--- src/can_pkg.sv ---
package can_pkg;

	// ==================================================
	// Serial ports
	// ==================================================

	localparam int PORT_NUM = 4;

	// Start bit, 8 data bits LSB first, stop bit
	localparam int FRAME_BITS = 10;

	// Transmit error counter
	localparam int TEC_W         = 6;
	localparam int ERR_INC       = 8;
	localparam int BUS_OFF_LIMIT = 32;

	localparam logic [7:0] PRESCALE_RST = 8'd4; // CLK cycles per bit

	// Port reset held this long after RST falls
	localparam int RELEASE_CYCLES = 64;

	typedef enum logic [1:0] {
		PORT_IDLE,
		PORT_SHIFT,
		PORT_BUSOFF // left only through reset
	} port_state_e;

endpackage

--- src/mpc_bus_pkg.sv ---
package mpc_bus_pkg;

	// ==================================================
	// Local bus target side
	// ==================================================

	localparam int DATA_W = 32;

	typedef enum logic [1:0] {
		IDLE,
		CLAIMED, // S_READY high, waiting for S_DATA_VLD
		DONE     // one cycle of S_TERM or S_ABORT
	} tgt_state_e;

	// Word offsets from ADDR[7:2]
	typedef enum logic [5:0] {
		REG_STATUS   = 6'd0,
		REG_PRESCALE = 6'd1,
		REG_INT_MASK = 6'd2,
		REG_INT_PEND = 6'd3,
		REG_PORT0    = 6'd4  // port p at REG_PORT0 + p
	} reg_addr_e;

	localparam int REG_LAST = 4 + can_pkg::PORT_NUM - 1;

endpackage

--- src/reg_bus_if.sv ---
interface reg_bus_if;

	mpc_bus_pkg::reg_addr_e addr;
	logic wr; // one-cycle pulses
	logic rd;
	logic [mpc_bus_pkg::DATA_W/8-1:0] be;
	logic [mpc_bus_pkg::DATA_W-1:0] wdata;
	logic [mpc_bus_pkg::DATA_W-1:0] rdata;

	modport tgt (
		output addr, wr, rd, be, wdata,
		input  rdata
	);

	modport regs (
		input  addr, wr, rd, be, wdata,
		output rdata
	);

endinterface

--- src/target_fsm.sv ---
module target_fsm (
	input  logic CLK,
	input  logic RST,
	input  logic [mpc_bus_pkg::DATA_W-1:0] addr_i,
	input  logic addr_vld_i,
	input  logic [7:0] base_hit_i,
	input  logic wrdn_i,
	input  logic data_vld_i,
	input  logic [mpc_bus_pkg::DATA_W/8-1:0] cbe_i,
	input  logic [mpc_bus_pkg::DATA_W-1:0] wdata_i,
	output logic [mpc_bus_pkg::DATA_W-1:0] rdata_o,
	output logic ready_o,
	output logic term_o,
	output logic abort_o,
	reg_bus_if.tgt bus
);

	mpc_bus_pkg::tgt_state_e state_q;
	logic [5:0] offs_q;
	logic valid_q;
	logic is_wr_q;
	logic [mpc_bus_pkg::DATA_W/8-1:0] be_q;
	logic [mpc_bus_pkg::DATA_W-1:0] wdata_q;

	always_ff @(posedge CLK, posedge RST) begin
		if (RST) begin
			state_q <= mpc_bus_pkg::IDLE;
		end else begin
			case (state_q)
				mpc_bus_pkg::IDLE: begin
					if (addr_vld_i && base_hit_i[0])
						state_q <= mpc_bus_pkg::CLAIMED;
				end
				mpc_bus_pkg::CLAIMED: begin
					if (data_vld_i)
						state_q <= mpc_bus_pkg::DONE;
				end
				default: state_q <= mpc_bus_pkg::IDLE;
			endcase
		end
	end

	// Access details, captured on claim and on the data phase
	always_ff @(posedge CLK) begin
		if (state_q == mpc_bus_pkg::IDLE && addr_vld_i) begin
			offs_q  <= addr_i[7:2];
			valid_q <= addr_i[7:2] <= mpc_bus_pkg::REG_LAST;
		end
		if (state_q == mpc_bus_pkg::CLAIMED && data_vld_i) begin
			wdata_q <= wdata_i;
			be_q    <= ~cbe_i; // S_CBE is active low
			is_wr_q <= wrdn_i;
		end
	end

	assign ready_o = state_q == mpc_bus_pkg::CLAIMED;
	assign term_o  = state_q == mpc_bus_pkg::DONE && valid_q;
	assign abort_o = state_q == mpc_bus_pkg::DONE && !valid_q;

	// Register access happens in the DONE cycle, never for a bad offset
	assign bus.addr  = mpc_bus_pkg::reg_addr_e'(offs_q);
	assign bus.wr    = term_o && is_wr_q;
	assign bus.rd    = term_o && !is_wr_q;
	assign bus.be    = be_q;
	assign bus.wdata = wdata_q;
	assign rdata_o   = bus.rdata; // valid while S_TERM of a read

	a_term_abort_excl: assert property (@(posedge CLK) disable iff (RST)
		!(term_o && abort_o));

endmodule

--- src/reset_release_timer.sv ---
module reset_release_timer (
	input  logic CLK,
	input  logic RST,
	output logic core_rst_o
);

	logic [$clog2(can_pkg::RELEASE_CYCLES+1)-1:0] cnt_q;

	// Saturates at RELEASE_CYCLES, core reset drops on that edge
	always_ff @(posedge CLK, posedge RST) begin
		if (RST) begin
			cnt_q      <= '0;
			core_rst_o <= 1'b1;
		end else if (cnt_q != can_pkg::RELEASE_CYCLES) begin
			cnt_q      <= cnt_q + 1'b1;
			core_rst_o <= cnt_q != can_pkg::RELEASE_CYCLES - 1;
		end
	end

endmodule

--- src/bit_timer.sv ---
module bit_timer (
	input  logic CLK,
	input  logic rst_i,
	input  logic [7:0] prescale_i,
	output logic tick_o
);

	logic [7:0] cnt_q;
	logic [7:0] presc_q; // prescale seen last cycle

	always_ff @(posedge CLK, posedge rst_i) begin
		if (rst_i) begin
			cnt_q   <= '0;
			presc_q <= can_pkg::PRESCALE_RST;
		end else begin
			presc_q <= prescale_i;
			if (prescale_i != presc_q || tick_o)
				cnt_q <= '0; // restart on wrap or new bit time
			else
				cnt_q <= cnt_q + 1'b1;
		end
	end

	assign tick_o = cnt_q == presc_q - 8'd1;

	// Shorter bit times break the one-tick-per-bit frame timing
	a_prescale_min: assert property (@(posedge CLK) disable iff (rst_i)
		prescale_i >= 8'd2);

endmodule

--- src/can_port.sv ---
module can_port (
	input  logic CLK,
	input  logic rst_i,
	input  logic tick_i,
	input  logic start_i,
	input  logic [7:0] tx_byte_i,
	input  logic rx_i,
	output logic tx_o,
	output logic [7:0] rx_byte_o,
	output logic done_o,
	output logic bus_off_o
);

	can_pkg::port_state_e state_q;
	logic [can_pkg::FRAME_BITS-1:0] frame_q;
	logic [$clog2(can_pkg::FRAME_BITS+1)-1:0] bit_cnt_q;
	logic [7:0] rx_sr_q;
	logic [can_pkg::TEC_W-1:0] tec_q;
	logic [can_pkg::TEC_W:0] tec_next;
	logic frame_end;

	assign frame_end = state_q == can_pkg::PORT_SHIFT && tick_i
		&& bit_cnt_q == can_pkg::FRAME_BITS;

	// ==================================================
	// Error counter step
	// ==================================================
	always_comb begin
		if (rx_sr_q != frame_q[8:1])
			tec_next = {1'b0, tec_q} + (can_pkg::TEC_W+1)'(can_pkg::ERR_INC);
		else if (tec_q != '0)
			tec_next = {1'b0, tec_q} - 1'b1;
		else
			tec_next = '0; // floor at zero
	end

	always_ff @(posedge CLK, posedge rst_i) begin
		if (rst_i) begin
			state_q   <= can_pkg::PORT_IDLE;
			bit_cnt_q <= '0;
			tec_q     <= '0;
			tx_o      <= 1'b1;
			done_o    <= 1'b0;
		end else begin
			done_o <= frame_end;
			case (state_q)
				can_pkg::PORT_IDLE: begin
					if (start_i) begin
						state_q   <= can_pkg::PORT_SHIFT; // first bit waits for a tick
						bit_cnt_q <= '0;
					end
				end
				can_pkg::PORT_SHIFT: begin
					if (frame_end) begin
						tx_o    <= 1'b1;
						tec_q   <= tec_next[can_pkg::TEC_W-1:0];
						state_q <= tec_next >= can_pkg::BUS_OFF_LIMIT ?
							can_pkg::PORT_BUSOFF : can_pkg::PORT_IDLE;
					end else if (tick_i) begin
						tx_o      <= frame_q[bit_cnt_q];
						bit_cnt_q <= bit_cnt_q + 1'b1;
					end
				end
				default: tx_o <= 1'b1;
			endcase
		end
	end

	// Data bit d is sampled on the tick with bit_cnt_q == d + 2
	always_ff @(posedge CLK) begin
		if (state_q == can_pkg::PORT_IDLE && start_i)
			frame_q <= {1'b1, tx_byte_i, 1'b0};
		if (state_q == can_pkg::PORT_SHIFT && tick_i && bit_cnt_q >= 2
			&& bit_cnt_q < can_pkg::FRAME_BITS)
			rx_sr_q <= {rx_i, rx_sr_q[7:1]};
		if (frame_end)
			rx_byte_o <= rx_sr_q;
	end

	assign bus_off_o = state_q == can_pkg::PORT_BUSOFF;

	a_busoff_recessive: assert property (@(posedge CLK) disable iff (rst_i)
		state_q == can_pkg::PORT_BUSOFF |-> tx_o);

endmodule

--- src/mpc_regs.sv ---
module mpc_regs (
	input  logic CLK,
	input  logic RST,
	input  logic core_rst_i,
	reg_bus_if.regs bus,
	input  logic [can_pkg::PORT_NUM-1:0][7:0] rx_byte_i,
	input  logic [can_pkg::PORT_NUM-1:0] done_i,
	input  logic [can_pkg::PORT_NUM-1:0] bus_off_i,
	output logic [7:0] prescale_o,
	output logic [can_pkg::PORT_NUM-1:0] start_o,
	output logic [can_pkg::PORT_NUM-1:0][7:0] tx_byte_o,
	output logic int_n_o
);

	logic [7:0] prescale_q;
	logic [can_pkg::PORT_NUM-1:0] int_mask_q;
	logic [can_pkg::PORT_NUM-1:0] int_pend_q;
	logic [can_pkg::PORT_NUM-1:0] port_sel;
	logic [can_pkg::PORT_NUM-1:0] start_q;
	logic [can_pkg::PORT_NUM-1:0][7:0] tx_byte_q;
	logic [mpc_bus_pkg::DATA_W-1:0] rdata;
	logic int_n_q;

	always_comb begin
		for (int p = 0; p < can_pkg::PORT_NUM; p++) begin
			port_sel[p] = bus.addr == 6'(mpc_bus_pkg::REG_PORT0 + p);
		end
	end

	// ==================================================
	// Control registers
	// ==================================================
	always_ff @(posedge CLK, posedge RST) begin
		if (RST) begin
			prescale_q <= can_pkg::PRESCALE_RST;
			int_mask_q <= '0;
			int_pend_q <= '0;
			start_q    <= '0;
			int_n_q    <= 1'b1;
		end else begin
			start_q <= bus.wr ? port_sel : '0;
			int_n_q <= !(|(int_pend_q & int_mask_q));
			if (bus.wr && bus.be[0] && bus.addr == mpc_bus_pkg::REG_PRESCALE)
				prescale_q <= bus.wdata[7:0];
			if (bus.wr && bus.be[0] && bus.addr == mpc_bus_pkg::REG_INT_MASK)
				int_mask_q <= bus.wdata[can_pkg::PORT_NUM-1:0];
			// Write 1 to clear, a new done still sets
			if (bus.wr && bus.addr == mpc_bus_pkg::REG_INT_PEND)
				int_pend_q <= (int_pend_q & ~bus.wdata[can_pkg::PORT_NUM-1:0]) | done_i;
			else
				int_pend_q <= int_pend_q | done_i;
		end
	end

	always_ff @(posedge CLK) begin
		for (int p = 0; p < can_pkg::PORT_NUM; p++) begin
			if (bus.wr && port_sel[p])
				tx_byte_q[p] <= bus.wdata[7:0];
		end
	end

	// Read mux
	always_comb begin
		rdata = '0;
		case (bus.addr)
			mpc_bus_pkg::REG_STATUS: begin
				rdata[0] = !core_rst_i;
				rdata[8 +: can_pkg::PORT_NUM] = bus_off_i;
			end
			mpc_bus_pkg::REG_PRESCALE: rdata[7:0] = prescale_q;
			mpc_bus_pkg::REG_INT_MASK: rdata[can_pkg::PORT_NUM-1:0] = int_mask_q;
			mpc_bus_pkg::REG_INT_PEND: rdata[can_pkg::PORT_NUM-1:0] = int_pend_q;
			default: begin
				for (int p = 0; p < can_pkg::PORT_NUM; p++) begin
					if (port_sel[p])
						rdata[7:0] = rx_byte_i[p];
				end
			end
		endcase
	end

	assign bus.rdata  = bus.rd ? rdata : '0;
	assign prescale_o = prescale_q;
	assign start_o    = start_q;
	assign tx_byte_o  = tx_byte_q;
	assign int_n_o    = int_n_q;

endmodule

--- src/mpc_wrapper.sv ---
module mpc_wrapper (
	input  logic CLK,
	input  logic RST,
	input  logic [31:0] ADDR,
	input  logic ADDR_VLD,
	input  logic [7:0] BASE_HIT,
	output logic [31:0] ADIO_IN,
	input  logic [31:0] ADIO_OUT,
	output logic S_TERM,
	output logic S_READY,
	output logic S_ABORT,
	input  logic S_WRDN,
	input  logic S_DATA_VLD,
	input  logic [3:0] S_CBE,
	output logic INT_N,

	// Serial ports
	input  logic [can_pkg::PORT_NUM-1:0] rx_i,
	output logic [can_pkg::PORT_NUM-1:0] tx_o,
	output logic [can_pkg::PORT_NUM-1:0] bus_off_on
);

	logic core_rst;
	logic tick;
	logic [7:0] prescale;
	logic [can_pkg::PORT_NUM-1:0] start;
	logic [can_pkg::PORT_NUM-1:0] done;
	logic [can_pkg::PORT_NUM-1:0][7:0] tx_byte;
	logic [can_pkg::PORT_NUM-1:0][7:0] rx_byte;

	reg_bus_if u_bus ();

	target_fsm u_target (
		.CLK        (CLK),
		.RST        (RST),
		.addr_i     (ADDR),
		.addr_vld_i (ADDR_VLD),
		.base_hit_i (BASE_HIT),
		.wrdn_i     (S_WRDN),
		.data_vld_i (S_DATA_VLD),
		.cbe_i      (S_CBE),
		.wdata_i    (ADIO_OUT),
		.rdata_o    (ADIO_IN),
		.ready_o    (S_READY),
		.term_o     (S_TERM),
		.abort_o    (S_ABORT),
		.bus        (u_bus.tgt)
	);

	reset_release_timer u_release (
		.CLK        (CLK),
		.RST        (RST),
		.core_rst_o (core_rst)
	);

	bit_timer u_bit_timer (
		.CLK        (CLK),
		.rst_i      (core_rst),
		.prescale_i (prescale),
		.tick_o     (tick)
	);

	mpc_regs u_regs (
		.CLK        (CLK),
		.RST        (RST),
		.core_rst_i (core_rst),
		.bus        (u_bus.regs),
		.rx_byte_i  (rx_byte),
		.done_i     (done),
		.bus_off_i  (bus_off_on),
		.prescale_o (prescale),
		.start_o    (start),
		.tx_byte_o  (tx_byte),
		.int_n_o    (INT_N)
	);

	generate
		for (genvar p = 0; p < can_pkg::PORT_NUM; p++) begin : g_port
			can_port u_port (
				.CLK       (CLK),
				.rst_i     (core_rst),
				.tick_i    (tick),
				.start_i   (start[p]),
				.tx_byte_i (tx_byte[p]),
				.rx_i      (rx_i[p]),
				.tx_o      (tx_o[p]),
				.rx_byte_o (rx_byte[p]),
				.done_o    (done[p]),
				.bus_off_o (bus_off_on[p])
			);
		end
	endgenerate

endmodule

--- config.mk ---
export PLATFORM = sky130hd
export DESIGN_NAME = mpc_wrapper
export DESIGN_NICKNAME = d
export VERILOG_FILES = /design/src/can_pkg.sv /design/src/mpc_bus_pkg.sv /design/src/reg_bus_if.sv /design/src/target_fsm.sv /design/src/reset_release_timer.sv /design/src/bit_timer.sv /design/src/can_port.sv /design/src/mpc_regs.sv /design/src/mpc_wrapper.sv
export SDC_FILE = /design/constraint.sdc
export NUM_CORES = 1
export LEC_CHECK = 0
export BUFFER_PORTS_ARGS = -buffer_cell sky130_fd_sc_hd__clkbuf_2
export CAP_MARGIN = 20
export CORE_ASPECT_RATIO = 0.9
export CORE_MARGIN = 4
export CORE_UTILIZATION = 40
export CTS_CLUSTER_DIAMETER = 60
export DETAILED_ROUTE_END_ITERATION = 12
export MAX_ROUTING_LAYER = met4
export RECOVER_POWER = 25
export SETUP_SLACK_MARGIN = 0.1
export SLEW_MARGIN = 20
export SYNTH_ARGS = -nofsm -noshare
export SYNTH_HDL_FRONTEND = slang
export SYNTH_SLANG_ARGS = --single-unit
--- constraint.sdc ---
create_clock -name CLK -period 3.17 [get_ports CLK]
set_input_delay 0.1585 -clock CLK [delete_from_list [all_inputs] [get_ports CLK]]
set_output_delay 0.1585 -clock CLK [all_outputs]
set_load 0.02 [all_outputs]
==> impl_metrics.json <==
{
  "run_status": "finished with violations",
  "violations_in_the_final_reports": "max-capacitance violations, max-slew violations",
  "setup-tns-final_ns": 0,
  "slew-limit-headroom_pct": -35.4,
  "tritoncts_buffers": 27,
  "count_of_flip_flops_with_a_built_in_enable_after_synthesis": 145,
  "clock_tree.root_cell": "sky130_fd_sc_hd__clkbuf_16",
  "yosysTopAreaCell": "sky130_fd_sc_hd__edfxtp_1",
  "yosys.cell_count.top_type": "sky130_fd_sc_hd__edfxtp_1",
  "avgSynthCellArea_um2": 12.6,
  "peakVddDrop_v": 0.000547,
  "cts_num_sinks": 248,
  "cts_tree": "built",
  "cp_launch_type": "register",
  "timing_worst_slew_pin_value_ns": 2.03,
  "vias_in_the_first_global_route": 7012,
  "hold_viol": 0,
  "area.growth.synth_to_final_pct": 17.6,
  "cts_max_path_buffers": 3,
  "asyncSetResetFlopFracSynth_pct": 41.5,
  "dpl-instance-area_um2": 12000,
  "skew_ns": 0.0128,
  "numPortBuffers": 48,
  "detail_route.wirelength_mm": 24.9,
  "initial_antenna_violation_count": 0,
  "worstPathRequired_ns": 3.56,
  "setup_crit_path_kind": "reg2reg",
  "routed_wire_length_per_instance_um": 18.0,
  "io-pin-count": 129,
  "synth-seq-cells": 248,
  "final_layout_size_suffix_gt1_share_pct": 18.1,
  "grt_max_degree": 73,
  "ys_types": 72,
  "place.gp.congestion": 0.865,
  "ant_nets": 0,
  "clkLatencyLatePin_ns": 0.52,
  "drt_drc_violations_left": 0,
  "final_util_pct": 47.7,
  "diodes": 0,
  "mappedNetlistArea_um2": 11300,
  "finish.instance_area_um2": 13300,
  "worstPathMaxFanout": 8,
  "timing.max_cap.violations": 1,
  "filler_cell_count": 2509,
  "fin_crit_ns": 3.01,
  "power_density_nw_per_um2": 551,
  "p_total_mw": 7.32,
  "grt_first_pass_wirelength_mm": 38.9,
  "vias": 7153,
  "globalRouteTotalUtil_pct": 16.4,
  "fin_crit_sh_pct": 94.9,
  "h-tree-depth": 1,
  "synthesized_netlist_cell_count": 894,
  "clk_pin_slew_worst_paths_ns": 0.06,
  "synth_top_area_share_pct": 38.5,
  "ys.flop_type": "sky130_fd_sc_hd__edfxtp_1",
  "cell_rows": 58,
  "dp.final_hpwl_mm": 17.1,
  "total_die_area_um2": 31000,
  "first_iter_violations": 698,
  "synthTopCellsByCount": "145 x sky130_fd_sc_hd__edfxtp_1, 95 x sky130_fd_sc_hd__dfrtp_1, 58 x sky130_fd_sc_hd__nand2_1",
  "design.final.nets": 1111,
  "fin_hold_ws_ns": 0.154,
  "fmax_mhz": 333,
  "static_leakage_nw": 5.40,
  "report.final.slew_viol_count": 32,
  "floorplan.core_area_um2": 27900,
  "synth_top_cells_by_area": "sky130_fd_sc_hd__edfxtp_1 39%, sky130_fd_sc_hd__dfrtp_1 21%, sky130_fd_sc_hd__ha_1 3.0%",
  "count_of_endpoints_failing_setup_in_the_final_report": 0,
  "crit_arrival_ns": 3.40,
  "min-delay-path-class": "in2reg",
  "grt_overflow": 0,
  "die-height_um": 167,
  "dr_pass1_iterations": 5,
  "synth_sequential_area_ratio_pct": 61.4,
  "starting_density_of_the_core_pct": 40.6,
  "die_width_um": 185,
  "synth_warnings": 0,
  "cp-end-kind": "register",
  "grt_setup_unrepaired": "false",
  "avgViaCountPerCell": 5.19
}
==> sequential cells by signal, summed over array words and instances, names as in the netlist, 8 cells and up <==
signal,count
u_target.bus.wdata,8
g_port.u_port.rx_byte_o,32
u_bit_timer.presc_q,8
u_regs.prescale_o,8
g_port.u_port.bit_cnt_q,16
u_bit_timer.cnt_q,8
g_port.u_port.rx_sr_q,32
g_port.u_port.state_q,8
g_port.u_port.frame_q,32
g_port.u_port.tec_q,24
u_regs.tx_byte_o,32
==> layout by cell type, fill, tap and decap left out, drive strengths merged, types with 7 or more instances in the layout <==
cell type / instances
edfxtp: 145
dlygate4sd3: 24
nor2b: 7
nand2: 58
nor3: 24
nor4: 20
a21o: 8
conb: 20
inv: 45
and2: 7
and3: 11
nand3: 24
ha: 27
xor2: 38
a21oi: 26
dfrtp: 95
nand2b: 7
xnor2: 30
dfstp: 8
o21ai: 47
nor2: 57
nand4: 7
clkbuf: 79
nor3b: 11
mux2: 28
clkinv: 10
mux2i: 15
buf: 34
mux4: 8
a22oi: 8
==> cells by family (layout without fill, tap and decap cells) <==
kind of cell,count (synthesis),count (layout),synth area share (%)
compound gates,146,146,8.39
simple gates,255,255,11.8
xor+xnor,68,68,5.27
buf+inv,98,204,4.41
flops,248,248,61.4
other cells,1,20,0.0332
fa+ha+maj,27,27,2.99
mux,51,51,5.71
==> layout make-up <==
class	instances	area, um^2	area share (%)
multi-input combinational	567	4010	30.2
timing repair inverter	1	7.51	0.0565
sequential	248	6940	52.2
inverter	47	181	1.37
clock buffer	30	687	5.17
timing repair buffer	107	752	5.66
tap	360	450	3.39
clock inverter	19	258	1.94
==> power breakdown <==
part	switching (mW)	total, mW	internal [mW]	leakage [nW]
Combinational	0.224	0.413	0.189	2.31
Sequential	0.118	3.60	3.48	2.64
Clock	1.25	3.30	2.05	0.448
Total	1.60	7.32	5.72	5.40
==> worst paths after layout <==
kind	startpoint	end	slack (ns)	depth (start not counted)
max	u_bit_timer.presc_q[2]	g_port[0].u_port.tec_q[1]	0.16	7
min	ADDR_VLD	u_target.bus.addr[3]	0.15	2
max reg2reg	u_bit_timer.presc_q[2]	g_port[0].u_port.tec_q[1]	0.16	7
min reg2reg	u_regs.tx_byte_o[11]	g_port[1].u_port.frame_q[4]	0.42	0
max in group asynchronous	RST	u_regs.int_pend_q[1]	1.09	4
min in group asynchronous	u_release.core_rst_o	g_port[2].u_port.tec_q[4]	0.51	2
==> per-stage QoR <==
stage,setup WS [ns],std cells
global route,0.0286,1379
finish,0.163,1379
global placement,0.159,1299
floorplan,0.0305,913
CTS,0.108,1372
detailed placement,0.125,1299
==> per-layer routing <==
metal,wire [um],track usage [%],vias up
li1,-,-,3428
met1,12000,24.9,3480
met2,10900,23.4,202
met3,1310,2.19,43
met4,656,4.02,0
met5,0,-,-
==> repair_timing <==
action,4_1_cts,5_1_grt
hold buffers,24,0
gates resized for setup,1,8
setup endpoints to repair,1,16
gates cloned,0,1
setup buffers,0,6
hold endpoints to repair,51,0
==> critical path, cell delays in order (launching register included) <==
cell and delay (ns):
sky130_fd_sc_hd__dfstp_2 0.41, sky130_fd_sc_hd__or3_1 0.45, sky130_fd_sc_hd__o31a_1 0.33, sky130_fd_sc_hd__nor4_4 0.36, sky130_fd_sc_hd__o21ai_2 0.16, sky130_fd_sc_hd__or4_4 0.59, sky130_fd_sc_hd__nor3_4 0.23, sky130_fd_sc_hd__mux2_1 0.35
Power figures use the tool's default switching activity.
